$ cat config.mk
export PLATFORM = sky130hd
export DESIGN_NAME = lsu_remap_top
export DESIGN_NICKNAME = d
export VERILOG_FILES = /design/src/source/lsu_remap_pkg.sv /design/src/source/lsu_remap_ifs.sv /design/src/source/lsu_remap_top.sv /design/src/source/rob_result_queue.sv /design/src/source/lsu_remap.sv /design/src/source/lsu_resp_fifo.sv /design/src/source/lsu_map_fifo.sv
export VERILOG_INCLUDE_DIRS = /design/src /design/src/source
export SDC_FILE = /design/constraint.sdc
export NUM_CORES = 1
export LEC_CHECK = 0
export BUFFER_PORTS_ARGS = -buffer_cell sky130_fd_sc_hd__buf_4
export CELL_PAD_IN_SITES_DETAIL_PLACEMENT = 0
export CELL_PAD_IN_SITES_GLOBAL_PLACEMENT = 1
export CORE_MARGIN = 2
export CORE_UTILIZATION = 45
export CTS_CLUSTER_SIZE = 24
export DETAILED_ROUTE_END_ITERATION = 10
export PLACE_DENSITY = 0.78
export SKIP_CTS_REPAIR_TIMING = 1
export SYNTH_ARGS = -nofsm -noshare
export SYNTH_HDL_FRONTEND = slang
export SYNTH_SLANG_ARGS = --single-unit
$ cat constraint.sdc
create_clock -name clk -period 11.86 [get_ports clk]
set_input_delay 0 -clock clk [delete_from_list [all_inputs] [get_ports clk]]
set_output_delay 0 -clock clk [all_outputs]
set_load 0.05 [all_outputs]
$ cat src/source/lsu_remap_defines.svh
`ifndef LSU_REMAP_DEFINES_SVH
`define LSU_REMAP_DEFINES_SVH

// lanes served by the remap stage per cycle
`define NUM_LSU 2

// queue depths
`define MAP_DEPTH 8
`define RESP_DEPTH 8
`define RESULT_DEPTH 4

// field widths
`define ROB_IDX_W 3
`define VREG_ADDR_W 5
`define VDATA_W 64

`endif
$ cat src/source/lsu_remap_pkg.sv
`default_nettype none

`include "lsu_remap_defines.svh"

package lsu_remap_pkg;

  typedef enum logic {
    IS_LOAD  = 1'b0,
    IS_STORE = 1'b1
  } lsu_class_e;

  // pushed by dispatch, one per uop
  typedef struct packed {
    logic                    valid;
    logic [`ROB_IDX_W-1:0]   rob_entry;
    lsu_class_e              lsu_class;
    logic [`VREG_ADDR_W-1:0] vreg_addr;
  } lsu_map_info_t;

  // returned by the lsu in uop order
  typedef struct packed {
    logic                    wr_valid;
    logic [`VREG_ADDR_W-1:0] wr_addr;
    logic [`VDATA_W-1:0]     wr_data;
    logic                    store_last;
  } lsu_resp_t;

  typedef struct packed {
    logic [`ROB_IDX_W-1:0] rob_entry;
    logic                  w_valid;
    logic [`VDATA_W-1:0]   w_data;
  } rob_result_t;

endpackage

`default_nettype wire

$ cat src/source/lsu_remap_ifs.sv
`default_nettype none
`timescale 1ns/1ns

`include "lsu_remap_defines.svh"

// read side of the mapping-record queue
interface map_rd_if import lsu_remap_pkg::*; ();
  // oldest entry in lane 0
  lsu_map_info_t [`NUM_LSU-1:0] heads;
  logic                         empty;
  logic          [`NUM_LSU-1:0] almost_empty;
  logic          [`NUM_LSU-1:0] pop;

  modport queue  (output heads, empty, almost_empty, input pop);
  modport reader (input heads, empty, almost_empty, output pop);
endinterface

// read side of the response queue
interface resp_rd_if import lsu_remap_pkg::*; ();
  lsu_resp_t [`NUM_LSU-1:0] heads;
  logic                     empty;
  logic      [`NUM_LSU-1:0] almost_empty;
  logic      [`NUM_LSU-1:0] pop;

  modport queue  (output heads, empty, almost_empty, input pop);
  modport reader (input heads, empty, almost_empty, output pop);
endinterface

// per-lane results from remap into the result queue
interface lane_result_if import lsu_remap_pkg::*; ();
  logic        [`NUM_LSU-1:0] valid;
  // prefix, bit i means room for i+1 entries
  logic        [`NUM_LSU-1:0] ready;
  rob_result_t [`NUM_LSU-1:0] result;

  modport src (output valid, result, input ready);
  modport dst (input valid, result, output ready);
endinterface

`default_nettype wire

$ cat src/source/lsu_remap_top.sv
`default_nettype none
`timescale 1ns/1ns

`include "lsu_remap_defines.svh"

module lsu_remap_top import lsu_remap_pkg::*; (
  input  logic                    clk,
  input  logic                    rst,
  input  logic                    map_push,
  input  logic [`ROB_IDX_W-1:0]   map_rob_entry,
  input  logic                    map_is_store,
  input  logic [`VREG_ADDR_W-1:0] map_vreg_addr,
  output logic                    map_full,
  input  logic                    resp_push,
  input  logic                    resp_wr_valid,
  input  logic [`VREG_ADDR_W-1:0] resp_wr_addr,
  input  logic [`VDATA_W-1:0]     resp_wr_data,
  input  logic                    resp_store_last,
  output logic                    resp_full,
  output logic                    result_valid,
  output logic [`ROB_IDX_W-1:0]   result_rob_entry,
  output logic                    result_w_valid,
  output logic [`VDATA_W-1:0]     result_w_data,
  input  logic                    result_ready
);

  lsu_map_info_t map_rec;
  lsu_resp_t     resp_rec;
  rob_result_t   result;

  map_rd_if      map_rd ();
  resp_rd_if     resp_rd ();
  lane_result_if lane_res ();

  assign map_rec.valid     = map_push;
  assign map_rec.rob_entry = map_rob_entry;
  assign map_rec.lsu_class = map_is_store ? IS_STORE : IS_LOAD;
  assign map_rec.vreg_addr = map_vreg_addr;

  assign resp_rec.wr_valid   = resp_wr_valid;
  assign resp_rec.wr_addr    = resp_wr_addr;
  assign resp_rec.wr_data    = resp_wr_data;
  assign resp_rec.store_last = resp_store_last;

  lsu_map_fifo u_map_fifo (.clk, .rst, .push(map_push), .push_data(map_rec),
                           .full(map_full), .rd(map_rd.queue));

  lsu_resp_fifo u_resp_fifo (.clk, .rst, .push(resp_push), .push_data(resp_rec),
                             .full(resp_full), .rd(resp_rd.queue));

  lsu_remap u_remap (.map(map_rd.reader), .resp(resp_rd.reader), .res(lane_res.src));

  rob_result_queue u_result_queue (.clk, .rst, .res(lane_res.dst), .result_valid,
                                   .result, .result_ready);

  assign result_rob_entry = result.rob_entry;
  assign result_w_valid   = result.w_valid;
  assign result_w_data    = result.w_data;

endmodule

`default_nettype wire

$ cat src/source/rob_result_queue.sv
`default_nettype none
`timescale 1ns/1ns

`include "lsu_remap_defines.svh"

module rob_result_queue import lsu_remap_pkg::*; (
  input  logic       clk,
  input  logic       rst,
  lane_result_if.dst res,
  output logic        result_valid,
  output rob_result_t result,
  input  logic        result_ready
);

  localparam int DEPTH = `RESULT_DEPTH;
  localparam int PTR_W = $clog2(DEPTH);
  localparam int CNT_W = $clog2(DEPTH + 1);

  rob_result_t         mem [DEPTH];
  logic [PTR_W-1:0]    rd_ptr;
  logic [PTR_W-1:0]    wr_ptr;
  logic [CNT_W-1:0]    count;
  logic [CNT_W-1:0]    free;
  logic [CNT_W-1:0]    push_cnt;
  logic [`NUM_LSU-1:0] xfer;
  logic                pop;

  function automatic logic [PTR_W-1:0] wrap(input int unsigned idx);
    return (idx >= DEPTH) ? PTR_W'(idx - DEPTH) : PTR_W'(idx);
  endfunction

  assign free = CNT_W'(DEPTH) - count;

  // ready from free space only, not from this cycle's drain
  always_comb begin
    for (int i = 0; i < `NUM_LSU; i++) begin
      res.ready[i] = (int'(free) > i);
    end
  end

  assign xfer = res.valid & res.ready;

  always_comb begin
    push_cnt = '0;
    for (int i = 0; i < `NUM_LSU; i++) begin
      push_cnt = push_cnt + CNT_W'(xfer[i]);
    end
  end

  assign result_valid = (count != '0);
  assign result       = mem[rd_ptr];
  assign pop          = result_valid & result_ready;

  always_ff @(posedge clk) begin
    if (rst) begin
      rd_ptr <= '0;
      wr_ptr <= '0;
      count  <= '0;
    end else begin
      if (pop) begin
        rd_ptr <= wrap(int'(rd_ptr) + 1);
      end
      wr_ptr <= wrap(int'(wr_ptr) + int'(push_cnt));
      count  <= count + push_cnt - CNT_W'(pop);
    end
  end

  // lanes land in order behind the write pointer
  always_ff @(posedge clk) begin
    for (int i = 0; i < `NUM_LSU; i++) begin
      if (xfer[i]) begin
        mem[wrap(int'(wr_ptr) + i)] <= res.result[i];
      end
    end
  end

endmodule

`default_nettype wire

$ cat src/source/lsu_remap.sv
`default_nettype none
`timescale 1ns/1ns

`include "lsu_remap_defines.svh"

module lsu_remap import lsu_remap_pkg::*; (
  map_rd_if.reader   map,
  resp_rd_if.reader  resp,
  lane_result_if.src res
);

  logic [`NUM_LSU-1:0] map_head_valid;
  logic [`NUM_LSU-1:0] resp_head_valid;
  logic [`NUM_LSU-1:0] lane_ok;
  logic [`NUM_LSU-1:0] lane_valid;

  genvar i;

  // queue holds more than i entries
  assign map_head_valid[0]  = !map.empty;
  assign resp_head_valid[0] = !resp.empty;

  generate
    for (i = 1; i < `NUM_LSU; i++) begin : g_head_valid
      assign map_head_valid[i]  = !(|map.almost_empty[i:0]);
      assign resp_head_valid[i] = !(|resp.almost_empty[i:0]);
    end
  endgenerate

  generate
    for (i = 0; i < `NUM_LSU; i++) begin : g_lane
      // load needs its write, store needs its last beat
      assign lane_ok[i] = map_head_valid[i] & resp_head_valid[i] & map.heads[i].valid &
                          (((map.heads[i].lsu_class == IS_LOAD) & resp.heads[i].wr_valid) |
                           ((map.heads[i].lsu_class == IS_STORE) & resp.heads[i].store_last));

      // a lane only goes when every older lane goes too
      if (i == 0) begin : g_first
        assign lane_valid[i] = lane_ok[i];
      end else begin : g_rest
        assign lane_valid[i] = lane_ok[i] & lane_valid[i-1];
      end

      assign res.result[i].rob_entry = map.heads[i].rob_entry;
      assign res.result[i].w_data    = resp.heads[i].wr_data;
      assign res.result[i].w_valid   = (map.heads[i].lsu_class == IS_LOAD) &
                                       resp.heads[i].wr_valid &
                                       (resp.heads[i].wr_addr == map.heads[i].vreg_addr);

      // pops stay a prefix since valid and ready both are
      assign map.pop[i]  = lane_valid[i] & res.ready[i];
      assign resp.pop[i] = map.pop[i];
    end
  endgenerate

  assign res.valid = lane_valid;

endmodule

`default_nettype wire

$ cat src/source/lsu_resp_fifo.sv
`default_nettype none
`timescale 1ns/1ns

`include "lsu_remap_defines.svh"

module lsu_resp_fifo import lsu_remap_pkg::*; (
  input  logic      clk,
  input  logic      rst,
  input  logic      push,
  input  lsu_resp_t push_data,
  output logic      full,
  resp_rd_if.queue  rd
);

  localparam int DEPTH = `RESP_DEPTH;
  localparam int PTR_W = $clog2(DEPTH);
  localparam int CNT_W = $clog2(DEPTH + 1);

  lsu_resp_t        mem [DEPTH];
  logic [PTR_W-1:0] rd_ptr;
  logic [PTR_W-1:0] wr_ptr;
  logic [CNT_W-1:0] count;
  logic [CNT_W-1:0] pop_cnt;
  logic             push_ok;

  function automatic logic [PTR_W-1:0] wrap(input int unsigned idx);
    return (idx >= DEPTH) ? PTR_W'(idx - DEPTH) : PTR_W'(idx);
  endfunction

  // a push into a full queue is lost
  assign full    = (int'(count) == DEPTH);
  assign push_ok = push && !full;

  always_comb begin
    pop_cnt = '0;
    for (int i = 0; i < `NUM_LSU; i++) begin
      pop_cnt = pop_cnt + CNT_W'(rd.pop[i]);
    end
  end

  always_comb begin
    rd.empty = (count == '0);
    for (int i = 0; i < `NUM_LSU; i++) begin
      rd.heads[i]        = mem[wrap(int'(rd_ptr) + i)];
      rd.almost_empty[i] = (int'(count) <= i);
    end
  end

  always_ff @(posedge clk) begin
    if (rst) begin
      rd_ptr <= '0;
      wr_ptr <= '0;
      count  <= '0;
    end else begin
      if (push_ok) begin
        wr_ptr <= wrap(int'(wr_ptr) + 1);
      end
      rd_ptr <= wrap(int'(rd_ptr) + int'(pop_cnt));
      count  <= count + CNT_W'(push_ok) - pop_cnt;
    end
  end

  always_ff @(posedge clk) begin
    if (push_ok) begin
      mem[wr_ptr] <= push_data;
    end
  end

endmodule

`default_nettype wire

$ cat src/source/lsu_map_fifo.sv
`default_nettype none
`timescale 1ns/1ns

`include "lsu_remap_defines.svh"

module lsu_map_fifo import lsu_remap_pkg::*; (
  input  logic          clk,
  input  logic          rst,
  input  logic          push,
  input  lsu_map_info_t push_data,
  output logic          full,
  map_rd_if.queue       rd
);

  localparam int DEPTH = `MAP_DEPTH;
  localparam int PTR_W = $clog2(DEPTH);
  localparam int CNT_W = $clog2(DEPTH + 1);

  lsu_map_info_t    mem [DEPTH];
  lsu_map_info_t    wr_rec;
  logic [PTR_W-1:0] rd_ptr;
  logic [PTR_W-1:0] wr_ptr;
  logic [CNT_W-1:0] count;
  logic [CNT_W-1:0] pop_cnt;
  logic             push_ok;

  // index wrap, also for depths that are not a power of two
  function automatic logic [PTR_W-1:0] wrap(input int unsigned idx);
    return (idx >= DEPTH) ? PTR_W'(idx - DEPTH) : PTR_W'(idx);
  endfunction

  assign full    = (int'(count) == DEPTH);
  assign push_ok = push && !full;

  always_comb begin
    wr_rec       = push_data;
    wr_rec.valid = 1'b1;
  end

  // pop bits are a prefix, so a plain popcount is the advance
  always_comb begin
    pop_cnt = '0;
    for (int i = 0; i < `NUM_LSU; i++) begin
      pop_cnt = pop_cnt + CNT_W'(rd.pop[i]);
    end
  end

  always_comb begin
    rd.empty = (count == '0);
    for (int i = 0; i < `NUM_LSU; i++) begin
      rd.heads[i]        = mem[wrap(int'(rd_ptr) + i)];
      rd.almost_empty[i] = (int'(count) <= i);
    end
  end

  always_ff @(posedge clk) begin
    if (rst) begin
      rd_ptr <= '0;
      wr_ptr <= '0;
      count  <= '0;
    end else begin
      if (push_ok) begin
        wr_ptr <= wrap(int'(wr_ptr) + 1);
      end
      rd_ptr <= wrap(int'(rd_ptr) + int'(pop_cnt));
      count  <= count + CNT_W'(push_ok) - pop_cnt;
    end
  end

  always_ff @(posedge clk) begin
    if (push_ok) begin
      mem[wr_ptr] <= wr_rec;
    end
  end

endmodule

`default_nettype wire

==> flow_summary.yaml <==
timing:
  finalSetupViolations: 0
  skew_ps: 36.2
  final.period_utilization: 0.467
  finalHoldViolCount: 0
  max_freq_mhz: 180
  period_minus_slack_ps: 5540
  holdWs_ps: 107
  timing.slew.headroom: 0.198
  worst_slew_pin_slew_ps: 1200
  timing.setup.tns_ps: 0
  rsz0062_at_grt: "no"
  drv_slew: 0
global_route:
  grt-ovfl-total: 0
  busiest_layer: "met2"
  grt_pass1_wl_microns: 154000
  grtUsageMet1: 0.271
  grt_antenna_before_repair: 5
  grt_use_met2: 0.360
  grt_pass1_vias: 24000
  grt_use_total: 0.212
  grt_max_degree: 139
  use_met3: 0.0442
setup_path:
  max_stage_delay_ps: 900
  worst-path-stages: 10
  endpoint: "u_result_queue.mem[0][45]$_DFFE_PP_"
  cp_data_required_time_ps: 12140
  cp_slowest_cell: "dfxtp_4"
  worstPathArrival_ps: 5820
  timing.rr.start: "u_resp_fifo.rd_ptr[1]$_SDFF_PP0_"
  critical_path_buf_inv_count: 3
  reg2reg_depth: 10
  crit_family: "buffers and inverters"
  reg2reg_to: "u_result_queue.mem[0][45]$_DFFE_PP_"
  crit_chain: "ha_4 > inv_1 > mux4_2 > nor2b_1 > nor2_1 > a211o_1 > nor3_2 > buf_4 > o21bai_4 > buf_4"
  worst-r2r-setup-slack_ps: 6320
  cp-startpoint: "u_resp_fifo.rd_ptr[1]$_SDFF_PP0_"
  end_kind: "flip-flop"
  crit_fanout: 56
  cp_common_cell: "buf_4"
  critPathKind: "reg -> reg"
  startpoint_type: "flip-flop"
run_status:
  status: "finished clean"
pwr:
  power.density_mw_per_mm2: 220
  worst_ir_drop_vdd_mv: 0.209
  leakage_nw: 15.0
die:
  dieArea_sq_mm: 0.0987
  die_h_microns: 314
  io-pin-count: 156
  die_w_microns: 314
  start_util: 0.455
  core_sq_mm: 0.0952
  num_rows: 113
place:
  place_congestion: 0.760
  dp_hpwl_microns: 60400
  port_buffers: 155
cts:
  clockBufferDepth: 3
  cts_sinks: 941
  cts_buffers: 97
  h-tree-depth: 3
  cts_tree: "done"
  root_buffer: "clkbuf_16"
  clock_latency_ps: 680
  clk_pin_slew_ps: 60
logic_synthesis:
  synth_nets: 2279
  synthArstFlopShare: 0
  synth-edff-count: 912
  synth-seq-cells: 941
  syn_area_sq_mm: 0.0433
  yosysSeqAreaShare: 0.646
  syn_avg_cell_area_sq_um: 20.0
  synthCells: 2160
  synth-main-ff-cell: "edfxtp_1"
  yosysWarnings: 0
  ys_types: 42
route:
  drc: 0
  antenna_left: 0
  num_vias: 22700
  drt_iter0_markers: 2220
  vias_per_cell: 6.08
  drt-total-wl_microns: 104000
  first_pass_iters: 8
  routedWlPerCell_microns: 28.0
layout:
  final_cell_mix: "912 x edfxtp_1, 448 x mux2i_1, 371 x mux4_2"
  nets: 2516
  final_common_cell: "edfxtp_1"
  area_delta_synth_final_pct: 15.1
  drive_gt1_frac: 0.297
job:
  max_cap_violations: 0
worst_hold_path:
  worstHoldPathType: "in -> reg"
[Yosys cell counts, types with 2 or more instances]
cell type	count	area [sq um]
nor3_1	12	60.1
buf_2	39	195
buf_4	11	82.6
nor2b_1	16	100
clkbuf_1	64	240
inv_1	26	97.6
nand3b_1	6	45.0
xor2_2	2	32.5
nor4_1	2	12.5
and3_1	3	18.8
ha_1	29	363
nand3_1	4	20.0
nor2_1	36	135
a22oi_1	6	45.0
buf_6	8	90.1
mux4_2	371	8360
o21ai_0	2	10.0
edfxtp_1	912	27400
mux2_2	5	56.3
a21oi_1	7	35.0
mux2i_1	448	4480
a21o_1	2	15.0
nand4_1	5	31.3
buf_1	25	93.8
dfxtp_1	29	581
nor3b_1	12	90.1
and2_1	5	31.3
xor2_1	9	78.8
nand2_1	24	90.1
nand2b_1	8	50.1
a32oi_1	4	35.0
xnor2_1	14	123
fa_1	5	100
[final cells by class]
type	instances	area, sq um
Inverter	26	97.6
Fill cell	7359	45300
Timing Repair Buffer	285	2380
Sequential cell	941	28000
Antenna cell	1	2.50
Tap cell	1265	1580
Clock buffer	118	2530
Multi-Input combinational cell	1046	14700
Clock inverter	55	609
[cells by family (layout without fill, tap and decap cells)]
logic type | after synthesis | after routing | synth area share
AOI/OAI and AO/OA | 27 | 27 | 0.00442
xor gates and xnor gates | 25 | 25 | 0.00541
adders and majority gates | 34 | 34 | 0.0107
buffers and inverters | 173 | 484 | 0.0185
DFF | 941 | 941 | 0.646
muxes | 824 | 824 | 0.298
other | 0 | 1 | 0
and+or+nand+nor | 136 | 136 | 0.0169
[per-layer routing]
metal | vias up | wire length [microns]
li1 | 9539 | -
met2 | 899 | 53400
met5 | - | 27
met3 | 169 | 7150
met1 | 12100 | 40900
met4 | 4 | 2980
[stage by stage]
stage / utilization / total power, mW / area [sq um] / instances / setup WS [ps]
after floorplan: - / 6.97 / 43300 / 2160 / 5090
after global placement: 0.482 / 7.93 / 45800 / 3478 / 6260
after detailed placement: 0.482 / 8.03 / 45800 / 3478 / 6250
after CTS: 0.515 / 11.1 / 49000 / 3651 / 6220
after global routing: 0.524 / 11.4 / 49800 / 3737 / 5940
final: 0.524 / 11.0 / 49800 / 3737 / 6320
[where the power goes]
group          switching [mW]  leakage, nW  internal, mW
Combinational            2.14         4.95          1.49
Sequential              0.176         8.51          4.14
Clock                    1.25         1.53          1.78
[flip-flops by register name, indices dropped and copies added (netlist names), named ones only]
name                   count
u_map_fifo.rd_ptr          3
u_result_queue.count       3
u_result_queue.mem       272
u_resp_fifo.wr_ptr         3
u_map_fifo.wr_ptr          3
u_result_queue.rd_ptr      2
u_map_fifo.mem            72
u_resp_fifo.rd_ptr         3
u_resp_fifo.count          4
u_map_fifo.count           4
u_resp_fifo.mem          568
u_result_queue.wr_ptr      2
[how the worst min path moves through the flow]
stage | from | cells past startpoint | endpoint | slack (ps)
3_5_place_dp | resp_wr_data[30] | 1 | u_resp_fifo.mem[7][31]$_DFFE_PP_ | 230
3_3_place_gp | map_vreg_addr[4] | 1 | u_map_fifo.mem[2][4]$_DFFE_PP_ | 220
4_1_cts | map_vreg_addr[3] | 1 | u_map_fifo.mem[2][3]$_DFFE_PP_ | -490
5_1_grt | map_vreg_addr[0] | 2 | u_map_fifo.mem[4][0]$_DFFE_PP_ | 100
2_1_floorplan | map_vreg_addr[0] | 0 | u_map_fifo.mem[0][0]$_DFFE_PP_ | 100
6_report | resp_wr_data[8] | 2 | u_resp_fifo.mem[7][9]$_DFFE_PP_ | 110
No activity file was read; power rests on OpenSTA's default activity.
